===== src/source/zxreg_consts.svh =====
`ifndef ZXREG_CONSTS_SVH
`define ZXREG_CONSTS_SVH

// ------------------------------------------------------------
// I/O port numbers
// ------------------------------------------------------------

// Register select, read back as the current index
`define ZXREG_ADDR_PORT 16'hFC3B
// Access to whichever register is selected
`define ZXREG_DATA_PORT 16'hFD3B

// ------------------------------------------------------------
// Register indices
// ------------------------------------------------------------

`define ZXREG_IDX_SCANDBL    8'h0B
`define ZXREG_IDX_RASTERLINE 8'h0C
`define ZXREG_IDX_RASTERCTRL 8'h0D
`define ZXREG_IDX_DEVOPTIONS 8'h0E
`define ZXREG_IDX_COREID     8'hFF

// Read value for any index with no register behind it
`define ZXREG_UNMAPPED 8'hFF

// Core-ID string length, no terminator so the pointer just wraps
`define ZXREG_COREID_LEN 8

`endif


===== src/source/zxreg_pkg.sv =====
`default_nettype none

`include "zxreg_consts.svh"

package zxreg_pkg;

   // CPU side of one Z80 I/O bus sample
   typedef struct packed {
      logic [15:0] addr;
      logic [7:0]  data;
      logic        iorq_n;
      logic        rd_n;
      logic        wr_n;
   } bus_cycle_t;

   typedef enum logic [1:0] {
      BS_IDLE,
      BS_READ,
      BS_WRITE,
      BS_WAIT_END
   } bus_state_t;

   // Strobes and levels from the bus FSM to the register file
   typedef struct packed {
      logic       addr_wr;
      logic       data_wr;
      logic       data_rd_done;
      logic       rd_addr_port;
      logic       rd_data_port;
      logic [7:0] wdata;
   } reg_access_t;

   typedef struct packed {
      logic disable_ay;
      logic disable_turboay;
      logic disable_7ffd;
      logic disable_1ffd;
      logic disable_romsel7f;
      logic disable_romsel1f;
      logic enable_timexmmu;
      logic disable_spisd;
   } dev_options_t;

   // Scandoubler control, bit 4 is kept only for readback
   typedef struct packed {
      logic [1:0] turbo_enable;
      logic       csync_option;
      logic       spare;
      logic [1:0] freq_option;
      logic       vga_enable;
      logic       scanlines_enable;
   } video_ctrl_t;

   typedef struct packed {
      logic [8:0] raster_line;
      logic       rasterint_enable;
      logic       vretraceint_disable;
   } raster_cfg_t;

   // First character sits in the top byte
   typedef logic [8*`ZXREG_COREID_LEN-1:0] coreid_table_t;

   localparam coreid_table_t coreid_text = "ZXREG1.0";

endpackage

`default_nettype wire


===== src/source/bus_cycle_fsm.sv =====
`default_nettype none

`include "zxreg_consts.svh"

module bus_cycle_fsm
   import zxreg_pkg::*;
(
   input  wire              clk28,
   input  wire              arst_n,
   input  wire bus_cycle_t  bus,
   output reg_access_t      access,
   output logic [7:0]       reg_addr,
   output logic             regaddr_changed
);

   bus_state_t state;

   logic       hit_addr_port;
   logic       hit_data_port;
   logic       rd_req;
   logic       wr_req;
   logic       start_wr;
   logic       start_rd;

   // Remembers which of the two ports the current cycle is for
   logic       sel_addr_q;
   logic       addr_wr_q;
   logic       data_wr_q;
   logic       rd_done_q;
   logic       rd_addr_q;
   logic       rd_data_q;
   logic [7:0] wdata_q;
   logic [7:0] reg_addr_q;

   // ------------------------------------------------------------
   // Port decode
   // ------------------------------------------------------------
   assign hit_addr_port = (bus.addr == `ZXREG_ADDR_PORT);
   assign hit_data_port = (bus.addr == `ZXREG_DATA_PORT);

   // Exactly one of rd_n and wr_n low
   assign rd_req = !bus.iorq_n && !bus.rd_n && bus.wr_n;
   assign wr_req = !bus.iorq_n && !bus.wr_n && bus.rd_n;

   assign start_wr = (state == BS_IDLE) && wr_req && (hit_addr_port || hit_data_port);
   assign start_rd = (state == BS_IDLE) && rd_req && (hit_addr_port || hit_data_port);

   // ------------------------------------------------------------
   // I/O cycle tracking
   // ------------------------------------------------------------
   always_ff @(posedge clk28 or negedge arst_n) begin
      if (!arst_n) begin
         state      <= BS_IDLE;
         sel_addr_q <= 1'b0;
         addr_wr_q  <= 1'b0;
         data_wr_q  <= 1'b0;
         rd_done_q  <= 1'b0;
         rd_addr_q  <= 1'b0;
         rd_data_q  <= 1'b0;
         reg_addr_q <= 8'h00;
      end else begin
         // Strobes live for one clock only
         addr_wr_q <= 1'b0;
         data_wr_q <= 1'b0;
         rd_done_q <= 1'b0;
         case (state)
            BS_IDLE: begin
               if (start_wr) begin
                  state      <= BS_WRITE;
                  sel_addr_q <= hit_addr_port;
               end else if (start_rd) begin
                  state      <= BS_READ;
                  sel_addr_q <= hit_addr_port;
               end
            end
            BS_WRITE: begin
               addr_wr_q <= sel_addr_q;
               data_wr_q <= !sel_addr_q;
               if (sel_addr_q) begin
                  reg_addr_q <= wdata_q;
               end
               state <= BS_WAIT_END;
            end
            BS_READ: begin
               rd_addr_q <= sel_addr_q;
               rd_data_q <= !sel_addr_q;
               state     <= BS_WAIT_END;
            end
            BS_WAIT_END: begin
               // Hold until the CPU lets go of iorq_n
               if (bus.iorq_n) begin
                  rd_addr_q <= 1'b0;
                  rd_data_q <= 1'b0;
                  rd_done_q <= rd_data_q;
                  state     <= BS_IDLE;
               end
            end
            default: state <= BS_IDLE;
         endcase
      end
   end

   // Write byte taken when the cycle is first seen
   always_ff @(posedge clk28) begin
      if (start_wr) begin
         wdata_q <= bus.data;
      end
   end

   always_comb begin
      access.addr_wr      = addr_wr_q;
      access.data_wr      = data_wr_q;
      access.data_rd_done = rd_done_q;
      access.rd_addr_port = rd_addr_q;
      access.rd_data_port = rd_data_q;
      access.wdata        = wdata_q;
   end

   assign reg_addr        = reg_addr_q;
   assign regaddr_changed = addr_wr_q;

endmodule

`default_nettype wire


===== config.mk =====
export PLATFORM = sky130hd
export DESIGN_NAME = bus_cycle_fsm
export DESIGN_NICKNAME = d
export VERILOG_FILES = /design/src/source/zxreg_pkg.sv /design/src/source/bus_cycle_fsm.sv
export VERILOG_INCLUDE_DIRS = /design/src /design/src/source
export SDC_FILE = /design/constraint.sdc
export NUM_CORES = 1
export LEC_CHECK = 0
export ABC_CLOCK_PERIOD_IN_PS = 4000
export BUFFER_PORTS_ARGS = -buffer_cell sky130_fd_sc_hd__buf_2
export CORE_UTILIZATION = 51
export CTS_BUF_LIST = sky130_fd_sc_hd__clkbuf_4 sky130_fd_sc_hd__clkbuf_8
export DETAILED_ROUTE_END_ITERATION = 10
export GPL_TIMING_DRIVEN = 1
export MAX_ROUTING_LAYER = met4
export PLACE_DENSITY = 0.94
export SLEW_MARGIN = 5
export SYNTH_ARGS = -nofsm -noshare
export SYNTH_HDL_FRONTEND = slang
export SYNTH_SLANG_ARGS = --single-unit
export TNS_END_PERCENT = 50

===== constraint.sdc =====
create_clock -name clk28 -period 4 [get_ports clk28]
set_input_delay 0.4 -clock clk28 [delete_from_list [all_inputs] [get_ports clk28]]
set_output_delay 0.4 -clock clk28 [all_outputs]
set_load 0.01 [all_outputs]

# After elaboration in Yosys (flattened, before gate mapping)
# Index checks and enable logic that the tools add are counted.
[word_totals]
ff_bits = 24
wordCells = 50
[classes]
muxes = 13
n_eq_ne = 7
n_reduce_logical = 21
[ops]
columns = ["operator", "count"]
rows = [
  ["16-bit equality test, second input constant", 2],
  ["1-bit logical AND", 8],
  ["2-bit AND reduction", 4],
  ["1-bit 2-to-1 mux", 7],
  ["2-bit 2-to-1 mux", 3],
  ["2-bit case mux with 3 select lines", 1],
  ["2-bit equality test, second input constant", 2],
  ["1-bit zero test", 4],
  ["1-bit case mux with 2 select lines", 2],
  ["2-bit nonzero test", 2],
  ["3-bit inequality test, second input constant", 1],
  ["2-bit by 1-bit equality test with 1-bit output, second input constant", 1],
  ["2-bit zero test", 1],
  ["2-bit inequality test, second input constant", 1],
  ["2-bit OR reduction", 1],
  ["1-bit logical OR", 1],
]

# Depth between registers and ports, before layout
[depth]
word_depth = 8
ltp_mapped = 6

# Worst setup path before layout
# Ideal clock, no wire load.
[synth_path]
kind = "input -> register"
startpoint = "in bus[17] (netlist name)"
endpoint = "reg wdata_q[0], enable pin"
path_stages = 3
n_path_buf = 0
arrival_time_ns = 1.340
setup_slack_ns = 2.327
required_ns = 3.667
path_cell_list = "nand4bb_4 nor4_4 and4b_1"
[synth_between]
elab_chain_len = 3
elab_cells_between_ends = 4
[synth_lines]
columns = ["item", "line_no", "text"]
rows = [
  ["from (decl)", "bus_cycle_fsm.sv:10", "input wire bus_cycle_t bus,"],
  ["16-bit equality test (no source line)", "-", ""],
  ["1-bit logical OR *", "bus_cycle_fsm.sv:45", "assign start_wr = (state == BS_IDLE) && wr_req && (hit_addr_port || hit_data_port);"],
  ["1-bit logical AND *", "bus_cycle_fsm.sv:45", ""],
  ["named net start_wr", "bus_cycle_fsm.sv:22", "logic start_wr;"],
  ["to (signal assigned)", "bus_cycle_fsm.sv:106", "wdata_q <= bus.data;"],
  ["to (decl)", "bus_cycle_fsm.sv:32", "logic [7:0] wdata_q;"],
]
# The timed path passes the listed nets; every way through them passes the cells marked *.
# A chain may end at the register's enable or synchronous reset.

# Worst setup path after layout
[layout_path]
startpoint = "reg state[0]"
endpoint = "reg wdata_q[2], enable pin"
[layout_between]
elab_chain_len = 3
[layout_lines]
columns = ["item", "line_no", "text"]
rows = [
  ["from (decl)", "bus_cycle_fsm.sv:16", "bus_state_t state;"],
  ["from (signal assigned)", "bus_cycle_fsm.sv:53", "state <= BS_IDLE;"],
  ["from (signal assigned)", "bus_cycle_fsm.sv:69", "state <= BS_WRITE;"],
  ["from (signal assigned)", "bus_cycle_fsm.sv:72", "state <= BS_READ;"],
  ["2-bit zero test", "bus_cycle_fsm.sv:45", ""],
  ["1-bit logical AND (2 in a row)", "bus_cycle_fsm.sv:45", ""],
  ["named net start_wr", "bus_cycle_fsm.sv:22", ""],
]
# The timed path passes the listed nets, and every way through them passes these cells.

==> flow_summary.ini <==
[global_route]
grt_max_degree = 17
grt_pass1_wl_um = 3680
grt_antenna_before_repair = 0
grt-ovfl-total = 0
grt_pass1_vias = 847
grt_use_total = 0.211

[layout]
n_fill_cell = 137
area_delta_synth_final_pct = 26.9
regArea_um2 = 641
stdcell_count = 156
fin_area_mm2 = 0.00143
num_antenna_cells = 0
num-nets-final = 164
multi_input_area_um2 = 430
drive_above_1_share = 0.519

[sta]
min_period_ns = 1.66
period_share = 0.416
rsz0062_at_grt = no
final_hold_viol_count = 0
worst_pin_slew_ns = 0.386
hold_ws_ns = 0.250
setup_viol = 0
finalClockSkew_ns = 0.0124
fmax_mhz = 602
report.final.slew_viol_count = 0
slew_headroom = 0.742
setup_tns_ns = 0

[run]
cap_violations = 0

[min_path]
hold_depth = 1
whs_endpoint = wdata_q[5]$_DFFE_PP_
hold_path.startpoint = bus[8]
hp-class = primary input to flip-flop

[logic_synthesis]
syn_area_mm2 = 0.00113
synth.top_cell.area_share = 0.355
synth_edf_count = 8
synth-seq-area-share = 0.568
synth.distinct_cells = 26
syn_nets = 114
yosysMostFrequentCell = dfrtp_1
synthArstFlopShare = 0.667
synthCells = 80
synthFlopType = dfrtp_1
synth_commonest_cells = dfrtp_1 (16), edfxtp_1 (8), mux2_2 (8)
ys_ff_latch = 24
syn_avg_cell_area_um2 = 14.1
yosysWarnings = 0
synth_area_leader_cell = dfrtp_1
synth.area.top_cells = dfrtp_1 (35%), edfxtp_1 (21%), mux2_2 (8.0%)

[die]
start_util = 0.558
core_mm2 = 0.00202
die_area_mm2 = 0.00240
die_y_um = 49.0
ioPinCount = 51
fp.dieW_um = 49.0
row_count = 16

[detailed_routing]
drt_iter0_drc = 8
ant_nets = 0
wirelength_um = 2220
vias = 806
drt_first_pass_iters = 6
avgViaCountPerCell = 5.17
post_drt_wl_per_cell_um = 14.2
drc = 0

[clock_network]
cts.sinks = 24
ctsRootBufferMaster = clkbuf_4
clockBufferDepth = 2
cts_tree = built
cts_buffers = 3
cts.clk_slew.worst_paths_ns = 0.14
htree_levels = 1
cts.repair.resized = 0
clock_latency_ns = 0.31

[status]
status = completed

[pwr]
finalPower_uw = 874
vdd_ir_drop_max_mv = 0.361
leakagePower_nw = 0.699
power_density_mw_per_mm2 = 610

[worst_setup_path]
critPathKind = flip-flop to flip-flop
r2r-start = state[0]$_DFFE_PN0P_
worstPathRequired_ns = 3.98
reg2regPathDepth = 3
cp_max_fo = 8
reg2reg_to = wdata_q[2]$_DFFE_PP_
cp-start-kind = flip-flop
rrSetupSlack_ns = 2.34
setup.worst_path.end_class = flip-flop
worst-endpoint-arrival_ns = 1.64

[place]
dp_cells = 151
placedInstanceArea_mm2 = 0.00137
hpwl_um = 1820
numPortBuffers = 50
gp_congestion = 0.812
[cell families after synthesis]
logic type / synth area share
AO/OA/AOI/OAI: 0.0377
buffers and inverters: 0.0510
flip-flops: 0.568
XOR/XNOR: 0.00776
multiplexers: 0.106
AND/OR/NAND/NOR: 0.174
adder cells (fa/ha/maj): 0.0554
[worst max-delay path, cell delays in order, from the launching register on]
cell and delay [ns]:
dfrtp_1 0.45, inv_1 0.14, ha_1 0.29, and4b_1 0.46
[repair_timing]
item                      CTS  global route
hold endpoints to repair   16             0
hold buffers                1             0
buffers inserted            0             0
[layout by cell type, fill, tap and decap left out, types with 2 or more instances in the layout]
cell type	Yosys	routed
a21oi_1	2	2
and4b_1	2	2
buf_2	1	50
clkbuf_4	0	3
dfrtp_1	16	16
edfxtp_1	8	8
ha_1	5	5
inv_1	4	4
mux2_2	8	8
mux2i_1	3	3
nand2_1	3	3
nand4bb_4	2	2
nor2b_1	2	2
nor3_1	2	2
nor4_1	2	2
o21ai_0	5	5
[power by group]
group | internal (mW) | switching (mW)
Clock | 0.101 | 0.0706
Combinational | 0.167 | 0.179
Sequential | 0.318 | 0.0382
[metal layers]
metal	global-route usage	vias to the layer above	wire [um]
met3	0.0374	0	63
li1	-	381	-
met2	0.419	22	1360
met4	0.0588	0	0
met5	-	-	0
met1	0.205	403	798
[per-stage QoR]
step | setup slack, ns | utilization
after CTS | 2.35 | 0.709
after global routing | 2.22 | 0.709
after floorplan | 2.33 | -
final | 2.34 | 0.709
after global placement | 2.14 | 0.678
after detailed placement | 2.06 | 0.678
[how the worst max path moves through the flow]
| stage | startpoint | endpoint | slack [ns] | cells after the start |
|---|---|---|---|---|
| 3_5_place_dp | bus[2] | wdata_q[7]$_DFFE_PP_ | 2.06 | 4 |
| 2_1_floorplan | bus[17] | wdata_q[0]$_DFFE_PP_ | 2.33 | 3 |
| 6_report | state[0]$_DFFE_PN0P_ | wdata_q[2]$_DFFE_PP_ | 2.34 | 3 |
| 4_1_cts | state[0]$_DFFE_PN0P_ | wdata_q[2]$_DFFE_PP_ | 2.35 | 3 |
| 3_3_place_gp | bus[2] | wdata_q[2]$_DFFE_PP_ | 2.14 | 4 |
| 5_1_grt | state[0]$_DFFE_PN0P_ | state[1]$_DFFE_PN0P_ | 2.22 | 6 |
[area by class of cell]
class	count	area share
Inverter	4	0.0105
Clock inverter	1	0.0210
Multi-Input combinational cell	46	0.300
Sequential cell	24	0.447
Tap cell	27	0.0236
Clock buffer	3	0.0157
Timing Repair Buffer	51	0.182
Note: power is estimated with default switching activity, not from simulation.
