===== config.mk =====
export PLATFORM = sky130hd
export DESIGN_NAME = reg_file
export DESIGN_NICKNAME = d
export VERILOG_FILES = /design/src/source/zxreg_pkg.sv /design/src/source/reg_file.sv
export VERILOG_INCLUDE_DIRS = /design/src /design/src/source
export SDC_FILE = /design/constraint.sdc
export NUM_CORES = 1
export LEC_CHECK = 0
export ABC_CLOCK_PERIOD_IN_PS = 1580
export BUFFER_PORTS_ARGS = -buffer_cell sky130_fd_sc_hd__buf_2
export CAP_MARGIN = 25
export CELL_PAD_IN_SITES_DETAIL_PLACEMENT = 1
export CELL_PAD_IN_SITES_GLOBAL_PLACEMENT = 1
export CORE_ASPECT_RATIO = 1.75
export CORE_UTILIZATION = 35
export CTS_CLUSTER_SIZE = 8
export DETAILED_ROUTE_END_ITERATION = 10
export PLACE_DENSITY = 0.83
export SLEW_MARGIN = 20
export SYNTH_ARGS = -nofsm -noshare
export SYNTH_HDL_FRONTEND = slang
export SYNTH_SLANG_ARGS = --single-unit
export TNS_END_PERCENT = 30

===== constraint.sdc =====
create_clock -name clk28 -period 1.58 [get_ports clk28]
set_clock_uncertainty 0.1 [all_clocks]
set_input_delay 0.079 -clock clk28 [delete_from_list [all_inputs] [get_ports clk28]]
set_output_delay 0.079 -clock clk28 [all_outputs]
set_load 0.02 [all_outputs]

===== src/source/zxreg_consts.svh =====
`ifndef ZXREG_CONSTS_SVH
`define ZXREG_CONSTS_SVH

// ------------------------------------------------------------
// I/O port numbers
// ------------------------------------------------------------

// Register select, read back as the current index
`define ZXREG_ADDR_PORT 16'hFC3B
// Access to whichever register is selected
`define ZXREG_DATA_PORT 16'hFD3B

// ------------------------------------------------------------
// Register indices
// ------------------------------------------------------------

`define ZXREG_IDX_SCANDBL    8'h0B
`define ZXREG_IDX_RASTERLINE 8'h0C
`define ZXREG_IDX_RASTERCTRL 8'h0D
`define ZXREG_IDX_DEVOPTIONS 8'h0E
`define ZXREG_IDX_COREID     8'hFF

// Read value for any index with no register behind it
`define ZXREG_UNMAPPED 8'hFF

// Core-ID string length, no terminator so the pointer just wraps
`define ZXREG_COREID_LEN 8

`endif


===== src/source/zxreg_pkg.sv =====
`default_nettype none

`include "zxreg_consts.svh"

package zxreg_pkg;

   // CPU side of one Z80 I/O bus sample
   typedef struct packed {
      logic [15:0] addr;
      logic [7:0]  data;
      logic        iorq_n;
      logic        rd_n;
      logic        wr_n;
   } bus_cycle_t;

   typedef enum logic [1:0] {
      BS_IDLE,
      BS_READ,
      BS_WRITE,
      BS_WAIT_END
   } bus_state_t;

   // Strobes and levels from the bus FSM to the register file
   typedef struct packed {
      logic       addr_wr;
      logic       data_wr;
      logic       data_rd_done;
      logic       rd_addr_port;
      logic       rd_data_port;
      logic [7:0] wdata;
   } reg_access_t;

   typedef struct packed {
      logic disable_ay;
      logic disable_turboay;
      logic disable_7ffd;
      logic disable_1ffd;
      logic disable_romsel7f;
      logic disable_romsel1f;
      logic enable_timexmmu;
      logic disable_spisd;
   } dev_options_t;

   // Scandoubler control, bit 4 is kept only for readback
   typedef struct packed {
      logic [1:0] turbo_enable;
      logic       csync_option;
      logic       spare;
      logic [1:0] freq_option;
      logic       vga_enable;
      logic       scanlines_enable;
   } video_ctrl_t;

   typedef struct packed {
      logic [8:0] raster_line;
      logic       rasterint_enable;
      logic       vretraceint_disable;
   } raster_cfg_t;

   // First character sits in the top byte
   typedef logic [8*`ZXREG_COREID_LEN-1:0] coreid_table_t;

   localparam coreid_table_t coreid_text = "ZXREG1.0";

endpackage

`default_nettype wire


===== src/source/reg_file.sv =====
`default_nettype none

`include "zxreg_consts.svh"

module reg_file
   import zxreg_pkg::*;
(
   input  wire               clk28,
   input  wire               arst_n,
   input  wire reg_access_t  access,
   input  wire [7:0]         reg_addr,
   input  wire [7:0]         coreid_char,
   output logic              coreid_advance,
   output logic [7:0]        cpu_din,
   output logic              cpu_oe_n,
   output dev_options_t      dev_options,
   output video_ctrl_t       video_ctrl,
   output raster_cfg_t       raster_cfg
);

   logic       wr_devoptions;
   logic       wr_scandbl;
   logic       wr_rasterline;
   logic       wr_rasterctrl;

   // Byte behind the selected index
   logic [7:0] sel_rdata;
   logic [7:0] rasterctrl_rdata;

   // ------------------------------------------------------------
   // Write decode
   // ------------------------------------------------------------
   // Core-ID and unmapped indices get no enable at all
   assign wr_devoptions = access.data_wr && (reg_addr == `ZXREG_IDX_DEVOPTIONS);
   assign wr_scandbl    = access.data_wr && (reg_addr == `ZXREG_IDX_SCANDBL);
   assign wr_rasterline = access.data_wr && (reg_addr == `ZXREG_IDX_RASTERLINE);
   assign wr_rasterctrl = access.data_wr && (reg_addr == `ZXREG_IDX_RASTERCTRL);

   // ------------------------------------------------------------
   // Configuration registers
   // ------------------------------------------------------------
   always_ff @(posedge clk28 or negedge arst_n) begin
      if (!arst_n) begin
         dev_options <= '0;
      end else if (wr_devoptions) begin
         dev_options <= dev_options_t'(access.wdata);
      end
   end

   // All 8 bits stored, spare bit included
   always_ff @(posedge clk28 or negedge arst_n) begin
      if (!arst_n) begin
         video_ctrl <= '0;
      end else if (wr_scandbl) begin
         video_ctrl <= video_ctrl_t'(access.wdata);
      end
   end

   // Line number is split over two registers
   always_ff @(posedge clk28 or negedge arst_n) begin
      if (!arst_n) begin
         raster_cfg <= '0;
      end else begin
         if (wr_rasterline) begin
            raster_cfg.raster_line[7:0] <= access.wdata;
         end
         if (wr_rasterctrl) begin
            raster_cfg.raster_line[8]      <= access.wdata[0];
            raster_cfg.rasterint_enable    <= access.wdata[1];
            raster_cfg.vretraceint_disable <= access.wdata[2];
         end
      end
   end

   // ------------------------------------------------------------
   // Read data selection
   // ------------------------------------------------------------
   // Upper five bits of raster control read as zero
   assign rasterctrl_rdata = {
      5'b00000,
      raster_cfg.vretraceint_disable,
      raster_cfg.rasterint_enable,
      raster_cfg.raster_line[8]
   };

   always_comb begin
      case (reg_addr)
         `ZXREG_IDX_SCANDBL:    sel_rdata = video_ctrl;
         `ZXREG_IDX_RASTERLINE: sel_rdata = raster_cfg.raster_line[7:0];
         `ZXREG_IDX_RASTERCTRL: sel_rdata = rasterctrl_rdata;
         `ZXREG_IDX_DEVOPTIONS: sel_rdata = dev_options;
         `ZXREG_IDX_COREID:     sel_rdata = coreid_char;
         default:               sel_rdata = `ZXREG_UNMAPPED;
      endcase
   end

   // Address port wins, data port next, bus idles high otherwise
   always_comb begin
      if (access.rd_addr_port) begin
         cpu_din = reg_addr;
      end else if (access.rd_data_port) begin
         cpu_din = sel_rdata;
      end else begin
         cpu_din = `ZXREG_UNMAPPED;
      end
   end

   assign cpu_oe_n = !(access.rd_addr_port || access.rd_data_port);

   // Step the string once the CPU has taken its character
   assign coreid_advance = access.data_rd_done && (reg_addr == `ZXREG_IDX_COREID);

endmodule

`default_nettype wire


After elaboration in Yosys (flattened, before gate mapping)
Index checks and enable logic that the tools add are counted.
W data, S select, Z words.
{ "classes": {"eq_ne": 5, "n_mux": 3, "n_reduce_logical": 7} }
{ "op_table": {"columns": ["op", "count"], "rows": [
  ["$pmux W8 S5", 1],
  ["$eq A8 B4 Y1 const B", 4],
  ["$mux W8", 2],
  ["$eq A8 B8 Y1 const B", 1],
  ["$logic_and A1 B1 Y1", 5],
  ["$logic_not A1 Y1", 1],
  ["$logic_or A1 B1 Y1", 1]
]} }
{ "totals": {"reg_bits": 27, "in_bits": 31, "out_inout_bits": 37} }

Logic depth before layout (Yosys ltp)
Gate-level depths: netlist of the first run.
{ "depth": {"ltp_word": 4, "depth_mapped": 6, "ltp_nobuf": 4} }

Worst setup path after synthesis of the first run
No wires, ideal clock.
{ "synth_timing": {"kind": "input to register", "start": "in reg_addr[7]", "end": "reg dev_options[0] in the netlist's numbering", "t_arrival_ns": 1.460, "path_slack_ns": -0.108, "path_stages": 5, "path_buffers": 1, "cell_sequence": "or4_4 nor3_4 and3_1 buf_4 mux2_1"} }
{ "synth_between": {"elab_chain_cells": 2} }
{ "synth_rtl": {"columns": ["element", "line", "source"], "rows": [
  ["start, declared", "reg_file.sv:11", "input wire [7:0] reg_addr,"],
  ["$eq A8 B4 Y1", null, null],
  ["$logic_and A1 B1 Y1", "reg_file.sv:34", "assign wr_devoptions = access.data_wr && (reg_addr == `ZXREG_IDX_DEVOPTIONS);"],
  ["end signal, assigned", "reg_file.sv:46", "dev_options <= dev_options_t'(access.wdata);"],
  ["end, declared", "reg_file.sv:16", "output dev_options_t dev_options,"]
]} }
No other way between the ends.
A chain may end at the register's enable or synchronous reset.

Final worst setup path of the first run
{ "layout_timing": {"start": "in reg_addr[7]", "end": "out cpu_din[6]"} }
{ "layout_between": {"elab_chain_cells": 4, "word_cells_on_any_way": 8, "cone_classes": "eq/ne: 5; mux: 3"} }
{ "layout_rtl": {"columns": ["element", "line", "source"], "rows": [
  ["$eq A8 B8 Y1 / $eq A8 B4 Y1 (equally long branches)", "reg_file.sv:87", "case (reg_addr)"],
  ["$pmux W8 S5 (*)", "reg_file.sv:87", null],
  ["$mux W8 (*)", "reg_file.sv:101", "end else if (access.rd_data_port) begin"],
  ["$mux W8 (*)", "reg_file.sv:99", "if (access.rd_addr_port) begin"],
  ["end, declared", "reg_file.sv:14", "output logic [7:0] cpu_din,"]
]} }
Every way passes the cells marked *; elsewhere a longest branch is shown, timed or not.

==> results.yml, run 1 <==
synth:
  synth_top_area_cell: "dfrtp_1"
  synth_edf_count: 0
  synth_cell_types: 37
  ys.flop_type: "dfrtp_1"
  syn_avg_cell_area_um2: 11.6
  synthArstFlopShare_pct: 100
  ys.warnings.count: 0
  ys_ff_latch: 27
  synthesis.instances: 133
  yosysMostFrequentCell: "dfrtp_1"
  netlist.area_leader.share_pct: 44.0
  synthTopCellsByCount: "dfrtp_1, mux2_2, a32oi_1, mux2_1"
  yosys-top-cells-area: "dfrtp_1, mux2_2, mux2_1"
  syn-num-nets: 164
  synth_seq_area_share_pct: 44.0
  netlist_area_mm2: 0.00154
sta:
  maxSlewViolCount: 0
  period_needed_ps: 1740
  relSlewSlack_pct: 58.8
  post-route-period-util_pct: 110
  hold_viol: 0
  max_freq_mhz: 575
  worst_pin_slew_ps: 618
  layout_setup_ws_ps: -160
  rsz0062_at_grt: "true"
  setup_violations: 8
clocking:
  h-tree-depth: 1
  worstSkewPairLatency_ps: 270
  cts_buffer_depth: 2
  cts_buffers: 3
  cts_tree: "done"
  root_buffer: "clkbuf_8"
  clkSinkCount: 27
  clk_pin_slew_ps: 90
die:
  fp.dieH_um: 89.7
  die-area_mm2: 0.00467
  coreArea_mm2: 0.00419
  ios: 68
  row_count: 31
  initial_core_util_pct: 36.7
  die_x_um: 52.1
pwr:
  powerDensity_mw_per_mm2: 649
  leakage_nw: 1.21
  ir_worst_vdd_mv: 0.494
drt:
  drc: 0
  via_count: 1525
  vias_per_cell: 5.49
  totalWireLength_mm: 5.35
  drt-initial-drc-count: 23
  ant_nets: 0
  routedWlPerCell_um: 19.2
  first_pass_iters: 4
placement:
  dp_worst_setup_slack_ps: -244
  dp_hpwl_mm: 4.06
  numPortBuffers: 66
  routabilityCongestion: 0.825
  place_area_mm2: 0.00208
  placed_cells: 264
global_routing:
  grt_overflow: 0
  antenna_found_initial: 0
  use_met2_pct: 46.7
  grt_max_degree: 28
  grt_pass1_vias: 1723
  use_met3_pct: 1.85
  grt_pass1_wl_mm: 8.43
  grt.total_usage_pct: 24.9
  busiest_layer: "met2"
  grt_use_met1_pct: 27.3
final_layout:
  fin_area_mm2: 0.00227
  utilization_pct: 54.2
  multi_input_comb_area_um2: 818
  seq_area_um2: 676
  nets: 261
  stdcell_count: 278
  fillers: 478
  drive_gt1_share_pct: 52.4
  area_delta_synth_final_pct: 47.6
  diodes: 0
hold_path:
  hp-class: "in2reg"
critical_path:
  crit_arrival_ps: 1560
  path_class: "in2out"
  critPathLaunchType: "input pin"
  endpoint_kind: "primary output"
  path_max_fanout: 5
  crit_required_ps: 1400
run:
  max-cap-violations: 0
status:
  outcome: "finished, violations left"
  violations: "negative setup slack"
==> what timing repair did <==
| action | 4_1_cts | 5_1_grt |
|---|---|---|
| gates resized for setup | 8 | 4 |
| buffers inserted | 1 | 0 |
| setup endpoints to repair | 8 | 8 |
| hold endpoints to repair | 52 | 0 |
| hold buffers | 9 | 0 |
| pin swaps | 5 | 4 |
==> cells by family after synthesis <==
family	after synthesis	share of synthesized area, %
buffers and inverters	13	3.42
flip-flops	27	44.0
AND/OR/NAND/NOR	34	15.6
multiplexers	30	21.7
AO/OA/AOI/OAI	29	15.3
==> area by class of cell <==
class	instances	area share, %
Clock buffer	4	1.99
Multi-Input combinational cell	93	36.1
Sequential cell	27	29.8
Inverter	6	0.993
Timing Repair Buffer	99	28.5
Tap cell	49	2.70
==> worst max-delay path, stage by stage <==
cell and delay, ps:
buf_8 90, or4_4 560, nor3_4 160, buf_6 140, a32oi_1 90, a32oi_1 250, buf_4 180
==> metrics by stage <==
step / TNS (ps) / total power [mW] / hold WS [ps]
CTS: -1020 / 1.49 / 215
floorplan: -1280 / 0.901 / -317
global placement: -3920 / 1.06 / 6.47
global route: -1440 / 1.55 / 226
detailed placement: -5200 / 1.07 / 26.6
finish: -942 / 1.47 / 224
==> state kept, by name, indices dropped and copies added, names as in the netlist <==
name	flops
video_ctrl	8
dev_options	8
raster_cfg	11
==> power breakdown <==
group	total [mW]	switching (mW)	internal (mW)
clock	0.384	0.203	0.181
sequential	0.750	0.0271	0.723
combinational	0.337	0.190	0.147
==> worst paths after layout <==
path	depth (start not counted)	end	slack, ps	startpoint
max	7	cpu_din[6]	-160	reg_addr[7]
min	4	raster_cfg[4]$_DFFE_PN0P_	220	access[11]
max reg2reg	1	dev_options[3]$_DFFE_PN0P_	640	dev_options[3]$_DFFE_PN0P_
min reg2reg	1	dev_options[1]$_DFFE_PN0P_	430	dev_options[1]$_DFFE_PN0P_
max in group asynchronous	2	raster_cfg[10]$_DFFE_PN0P_	710	arst_n
min in group asynchronous	2	video_ctrl[3]$_DFFE_PN0P_	270	arst_n
==> cells in the final DEF, fill, tap and decap left out, drive strengths merged <==
cell type    netlist  final
a22o               5      5
buf                1     90
a222oi             1      1
a21oi              1      1
and4               2      2
nand2b             1      1
nor4               1      1
nor3b              1      1
mux2i              3      3
a21boi             1      1
nand4              1      1
mux2              27     27
nor2               3      3
a22oi              2      2
nand3b             3      3
nand2              4      4
nor2b              2      2
o21ai              4      4
a31oi              1      1
dfrtp             27     27
and3               3      3
nand3              7      7
and3b              1      1
a211oi             1      1
clkbuf             6      4
inv                6      6
o211ai             1      1
dlygate4sd3        0      9
or4                1      1
a32oi             11     11
o21a               1      1
and2               3      3
nor3               1      1
==> routing by layer <==
| metal | vias up | share of wire, % |
|---|---|---|
| met5 | - | 0 |
| met2 | 50 | 56 |
| met1 | 759 | 39 |
| met3 | 10 | 2.6 |
| met4 | 0 | 2.6 |
| li1 | 706 | - |
Note: power is estimated with default switching activity, not from simulation.
==> run 2: changes to the inputs <==
--- a/config.mk
+++ b/config.mk
@@ -6,6 +6,7 @@
 export SDC_FILE = /design/constraint.sdc
 export NUM_CORES = 1
 export LEC_CHECK = 0
+export ABC_AREA = 1
 export ABC_CLOCK_PERIOD_IN_PS = 1580
 export BUFFER_PORTS_ARGS = -buffer_cell sky130_fd_sc_hd__buf_2
 export CAP_MARGIN = 25
@@ -13,9 +14,10 @@
 export CELL_PAD_IN_SITES_GLOBAL_PLACEMENT = 1
 export CORE_ASPECT_RATIO = 1.75
 export CORE_UTILIZATION = 35
+export CTS_BUF_LIST = sky130_fd_sc_hd__clkbuf_4
 export CTS_CLUSTER_SIZE = 8
 export DETAILED_ROUTE_END_ITERATION = 10
-export PLACE_DENSITY = 0.83
+export PLACE_DENSITY = 0.86
 export SLEW_MARGIN = 20
 export SYNTH_ARGS = -nofsm -noshare
 export SYNTH_HDL_FRONTEND = slang
==> results.yml, run 2 <==
die:
  row_count: 33
  die-area_mm2: 0.00522
  die_x_um: 55.1
  coreArea_mm2: 0.00471
  ios: 68
  initial_core_util_pct: 36.6
  fp.dieH_um: 94.9
synth:
  synthXorXnorAreaFrac_pct: 0
  yosys.area_share.simple_pct: 35.5
  muxShareOfSynthArea_pct: 10.0
  synth_top_area_cell: "dfrtp_1"
  ys.flop_type: "dfrtp_1"
  synth_seq_area_share_pct: 39.2
  syn_avg_cell_area_um2: 7.56
  yosys-top-cells-area: "dfrtp_1, nor2_1, nand2_1"
  synth-compound-area-share_pct: 6.39
  ys_ff_latch: 27
  synth_fa_ha_area_share_pct: 0
  synth_cell_types: 23
  ys.warnings.count: 0
  netlist_area_mm2: 0.00172
  synth_top_family_by_area: "simple AND/OR/NAND/NOR gates"
  synthArstFlopShare_pct: 100
  netlist.area_leader.share_pct: 39.2
  synthTopCellsByCount: "nor2_1, nand2_1, inv_1, dfrtp_1, nand3_1"
  synthesis.instances: 228
  synth_edf_count: 0
  yosysMostFrequentCell: "nor2_1"
  syn-num-nets: 259
global_routing:
  grt_max_degree: 28
  antenna_found_initial: 0
  grt_pass1_vias: 1891
  grt_pass1_wl_mm: 8.86
  grt.total_usage_pct: 23.2
  grt_overflow: 0
sta:
  layout_setup_ws_ps: 31.8
  worst_hold_slack_ps: 214
  setup_tns_ps: 0
  relSlewSlack_pct: 61.0
  hold_viol: 0
  setup_violations: 0
  post-route-period-util_pct: 98.0
  period_needed_ps: 1550
  maxSlewViolCount: 0
  max_freq_mhz: 646
  worst_pin_slew_ps: 585
  rsz0062_at_grt: "true"
final_layout:
  drive_gt1_share_pct: 39.8
  diodes: 0
  nets: 354
  top_regs: "raster_cfg (11), dev_options (8), video_ctrl (8)"
  largest_reg_flops: 11
  largest_register: "raster_cfg"
  area_delta_synth_final_pct: 38.4
  final_cell_mix: "buf_2, nand2_1, nor2_1"
  mostFrequentLayoutCell: "buf_2"
hold_path:
  hp-class: "in2async"
pwr:
  p_comb_share_pct: 27.4
  switchingPower_mw: 0.464
  powerDensity_mw_per_mm2: 618
  internal_power_mw: 1.01
  clkPwrFrac_pct: 20.7
  leakage_nw: 1.31
  swShare_pct: 31.4
  ir_worst_vdd_mv: 0.609
  p_seq_share_pct: 51.8
drt:
  routedWlPerCell_um: 14.9
  via_count: 1851
  drc: 0
  totalWireLength_mm: 5.58
  drt-initial-drc-count: 22
  vias_per_cell: 4.95
  ant_nets: 0
  first_pass_iters: 4
clocking:
  cts_tree: "done"
  h-tree-depth: 1
  clk_pin_slew_ps: 140
  cts_buffers: 3
  root_buffer: "clkbuf_4"
  cts_buffer_depth: 2
  worstSkewPairLatency_ps: 310
  clkSinkCount: 27
critical_path:
  critPathLaunchType: "flop"
  crit_arrival_ps: 1370
  path_max_fanout: 2
  endpoint_kind: "primary output"
  crit_buf_inv: 3
  cp_cell_sequence: "inv_1, o21ai_0, inv_1, nand2_1, nor2_2, nor2_1, buf_4"
  slowest_delay_ps: 380
  slowest_stage: "dfrtp_1"
  path_class: "reg2out"
  path_delay_family: "flip-flops"
  cpMostUsedCell: "inv_1"
  crit_required_ps: 1400
status:
  outcome: "finished clean"
placement:
  routabilityCongestion: 0.796
  dp_worst_setup_slack_ps: 18.2
  numPortBuffers: 66
  dp_hpwl_mm: 4.26
run:
  max-cap-violations: 0
-- run 2: changes by cell type in the layout (fill, tap and decap cells not counted), sizes merged, moves of 11 or more --
cell   change
a32oi     -11
inv       +24
mux2      -13
nand2     +47
nand3     +13
nor2      +51
o21ai     +18
-- run 2: cells by family after synthesis --
kind of cell,after synthesis
and+or+nand+nor,129
buffers and inverters,36
DFF,27
AOI/OAI and AO/OA,22
muxes,14
-- run 2: routing by layer --
metal / GRT usage, % / vias to the layer above / share of wire (%)
met1: 28.2 / 904 / 38
met4: 6.25 / 0 / 1.3
met2: 42.3 / 34 / 58
met5: 0 / - / 0
met3: 0.805 / 6 / 2.4
li1: - / 907 / -
-- run 2: stage by stage --
stage | std cells | util, % | power (mW) | cell area (um2)
floorplan | 228 | - | 0.961 | 1720
global placement | 348 | 45.3 | 1.11 | 2130
detailed placement | 348 | 45.3 | 1.12 | 2130
CTS | 363 | 48.3 | 1.45 | 2270
global route | 374 | 50.7 | 1.55 | 2390
finish | 374 | 50.7 | 1.48 | 2390
-- run 2: cell type report --
type	count	area (um2)
inverters	31	116
well taps	52	65.1
multi-input cells	165	913
fillers	627	2320
repair buffers	95	586
clock buffers	4	30.0
flip-flops and latches	27	676
-- run 2: power groups by stage --
stage	registers, mW	clock network, mW	logic (mW)
detailed placement	0.778	0	0.346
global route	0.771	0.334	0.442
floorplan	0.829	0	0.132
CTS	0.764	0.312	0.372
finish	0.765	0.306	0.405
global placement	0.777	0	0.338
-- run 2: what timing repair did --
action,CTS,global route
cloned,0,0
endpoints found under the hold margin,54,0
resized for setup,1,19
buffers inserted,2,11
pin swaps,0,20
hold buffers,9,0
setup endpoints to repair,3,8
-- run 2: worst paths after layout --
kind	start	to	slack (ps)	cells past startpoint
worst max-delay path	video_ctrl[0]$_DFFE_PN0P_	cpu_din[0]	30	7
worst min-delay path	arst_n	raster_cfg[9]$_DFFE_PN0P_	210	2
worst max register to register	raster_cfg[0]$_DFFE_PN0P_	raster_cfg[0]$_DFFE_PN0P_	460	3
worst min register to register	raster_cfg[2]$_DFFE_PN0P_	raster_cfg[2]$_DFFE_PN0P_	430	1
max in group asynchronous	arst_n	raster_cfg[0]$_DFFE_PN0P_	770	2
min in group clk28	reg_addr[3]	raster_cfg[10]$_DFFE_PN0P_	250	4
-- run 2: worst reg2reg max path, cell delays in order, from the launching register on --
cell     delay (ps)
dfrtp_1         410
buf_4           130
buf_4           130
mux2_2          250
==> run 3: changes to the inputs <==
--- a/config.mk
+++ b/config.mk
@@ -7,17 +7,17 @@
 export NUM_CORES = 1
 export LEC_CHECK = 0
 export ABC_AREA = 1
-export ABC_CLOCK_PERIOD_IN_PS = 1580
+export ABC_CLOCK_PERIOD_IN_PS = 2000
 export BUFFER_PORTS_ARGS = -buffer_cell sky130_fd_sc_hd__buf_2
 export CAP_MARGIN = 25
 export CELL_PAD_IN_SITES_DETAIL_PLACEMENT = 1
 export CELL_PAD_IN_SITES_GLOBAL_PLACEMENT = 1
 export CORE_ASPECT_RATIO = 1.75
-export CORE_UTILIZATION = 35
+export CORE_UTILIZATION = 38
 export CTS_BUF_LIST = sky130_fd_sc_hd__clkbuf_4
 export CTS_CLUSTER_SIZE = 8
 export DETAILED_ROUTE_END_ITERATION = 10
-export PLACE_DENSITY = 0.86
+export PLACE_DENSITY = 0.92
 export SLEW_MARGIN = 20
 export SYNTH_ARGS = -nofsm -noshare
 export SYNTH_HDL_FRONTEND = slang
==> constraint.sdc (replaced) <==
create_clock -name clk28 -period 2 [get_ports clk28]
set_clock_uncertainty 0.1 [all_clocks]
set_input_delay 0.1 -clock clk28 [delete_from_list [all_inputs] [get_ports clk28]]
set_output_delay 0.1 -clock clk28 [all_outputs]
set_load 0.02 [all_outputs]
==> results.yml, run 3 (same netlist as run 2, synthesis figures left out) <==
status:
  outcome: "finished, violations left"
  violations: "design-rule violations"
global_routing:
  grt_pass1_vias: 1828
  grt_max_degree: 28
  grt_pass1_wl_mm: 8.59
  grt.total_usage_pct: 24.1
  antenna_found_initial: 0
  grt_overflow: 0
sta:
  layout_setup_ws_ps: 383
  relSlewSlack_pct: 60.7
  setup_tns_ps: 0
  max_freq_mhz: 618
  hold_viol: 0
  worst_pin_slew_ps: 589
  maxSlewViolCount: 0
  post-route-period-util_pct: 80.8
  setup_violations: 0
  rsz0062_at_grt: "false"
  period_needed_ps: 1620
critical_path:
  path_class: "in2out"
  critPathLaunchType: "input pin"
  crit_arrival_ps: 1420
  path_max_fanout: 15
  crit_required_ps: 1800
  endpoint_kind: "primary output"
die:
  coreArea_mm2: 0.00436
  fp.dieH_um: 91.1
  initial_core_util_pct: 39.5
  die-area_mm2: 0.00482
  row_count: 32
  ios: 68
  die_x_um: 52.9
final_layout:
  diodes: 0
  mostFrequentLayoutCell: "buf_2"
  utilization_pct: 50.9
  final_cell_mix: "buf_2, nor2_1, nand2_1"
  nets: 337
  fin_area_mm2: 0.00222
  largest_register: "raster_cfg"
  drive_gt1_share_pct: 33.1
  largest_reg_flops: 11
  top_regs: "raster_cfg (11), dev_options (8), video_ctrl (8)"
  area_delta_synth_final_pct: 28.8
clocking:
  cts_buffers: 3
  worstSkewPairLatency_ps: 320
  cts_buffer_depth: 2
  root_buffer: "clkbuf_4"
  cts_tree: "done"
  h-tree-depth: 1
  post_cts_buffers: 0
  clkSinkCount: 27
  clk_pin_slew_ps: 150
placement:
  dp_hpwl_mm: 4.10
  routabilityCongestion: 0.813
  place_area_mm2: 0.00210
  dp_worst_setup_slack_ps: 345
  numPortBuffers: 66
drt:
  ant_nets: 0
  drc: 1
  drt-initial-drc-count: 21
  vias_per_cell: 4.96
  via_count: 1765
  routedWlPerCell_um: 14.8
  totalWireLength_mm: 5.25
  first_pass_iters: 7
run:
  max-cap-violations: 0
pwr:
  p_total_mw: 1.13
  powerDensity_mw_per_mm2: 507
  leakage_nw: 1.23
  ir_worst_vdd_mv: 0.518
hold_path:
  hp-class: "in2async"
[run 3: final cells by class]
type,instances,area (um2)
Fill cell,605,2140
Multi-Input combinational cell,165,895
Sequential cell,27,676
Timing Repair Buffer,78,443
Inverter,31,116
Tap cell,51,63.8
Clock buffer,3,22.5
Clock inverter,1,5.00
[run 3: critical path, stage by stage]
cell and delay, ps:
buf_2 130, inv_2 50, nand2_1 110, nor2_8 270
nand2_2 160, o21ai_0 200, inv_1 60, nand2_1 50
nor2_1 40, nor2_1 70, buf_2 170
[run 3: path summary, 6_finish.rpt]
check	slack, ps	to	from	cells past startpoint
setup / recovery	380	cpu_din[4]	reg_addr[7]	11
hold / removal	190	raster_cfg[9]$_DFFE_PN0P_	arst_n	2
setup reg to reg	1090	video_ctrl[3]$_DFFE_PN0P_	video_ctrl[3]$_DFFE_PN0P_	1
hold reg to reg	440	raster_cfg[2]$_DFFE_PN0P_	raster_cfg[2]$_DFFE_PN0P_	1
max in group asynchronous	1210	raster_cfg[1]$_DFFE_PN0P_	arst_n	2
min in group clk28	280	raster_cfg[0]$_DFFE_PN0P_	reg_addr[3]	4
[run 3: stage by stage]
step,hold slack [ps],cells
after floorplan,-296,228
after detailed placement,31.7,343
after CTS,200,356
final,185,356
after global placement,28.2,343
after global routing,218,356
[run 3: timing repair]
action | 4_1_cts | 5_1_grt
gates resized for setup | 0 | 0
endpoints found under the setup margin | 0 | 0
hold buffers | 9 | 0
endpoints found under the hold margin | 54 | 0
[run 3: layer usage]
layer	global-route usage [%]	part of all wire, %
met1	27.6	40
met2	42.8	54
met3	1.51	2.8
met4	11.6	3.3
met5	0	0
[run 3: report_power, final]
part	internal, mW	leakage (nW)	switching [mW]
Clock	0.0752	0.0177	0.159
Combinational	0.104	0.893	0.181
Sequential	0.581	0.314	0.0260
Total	0.759	1.23	0.366
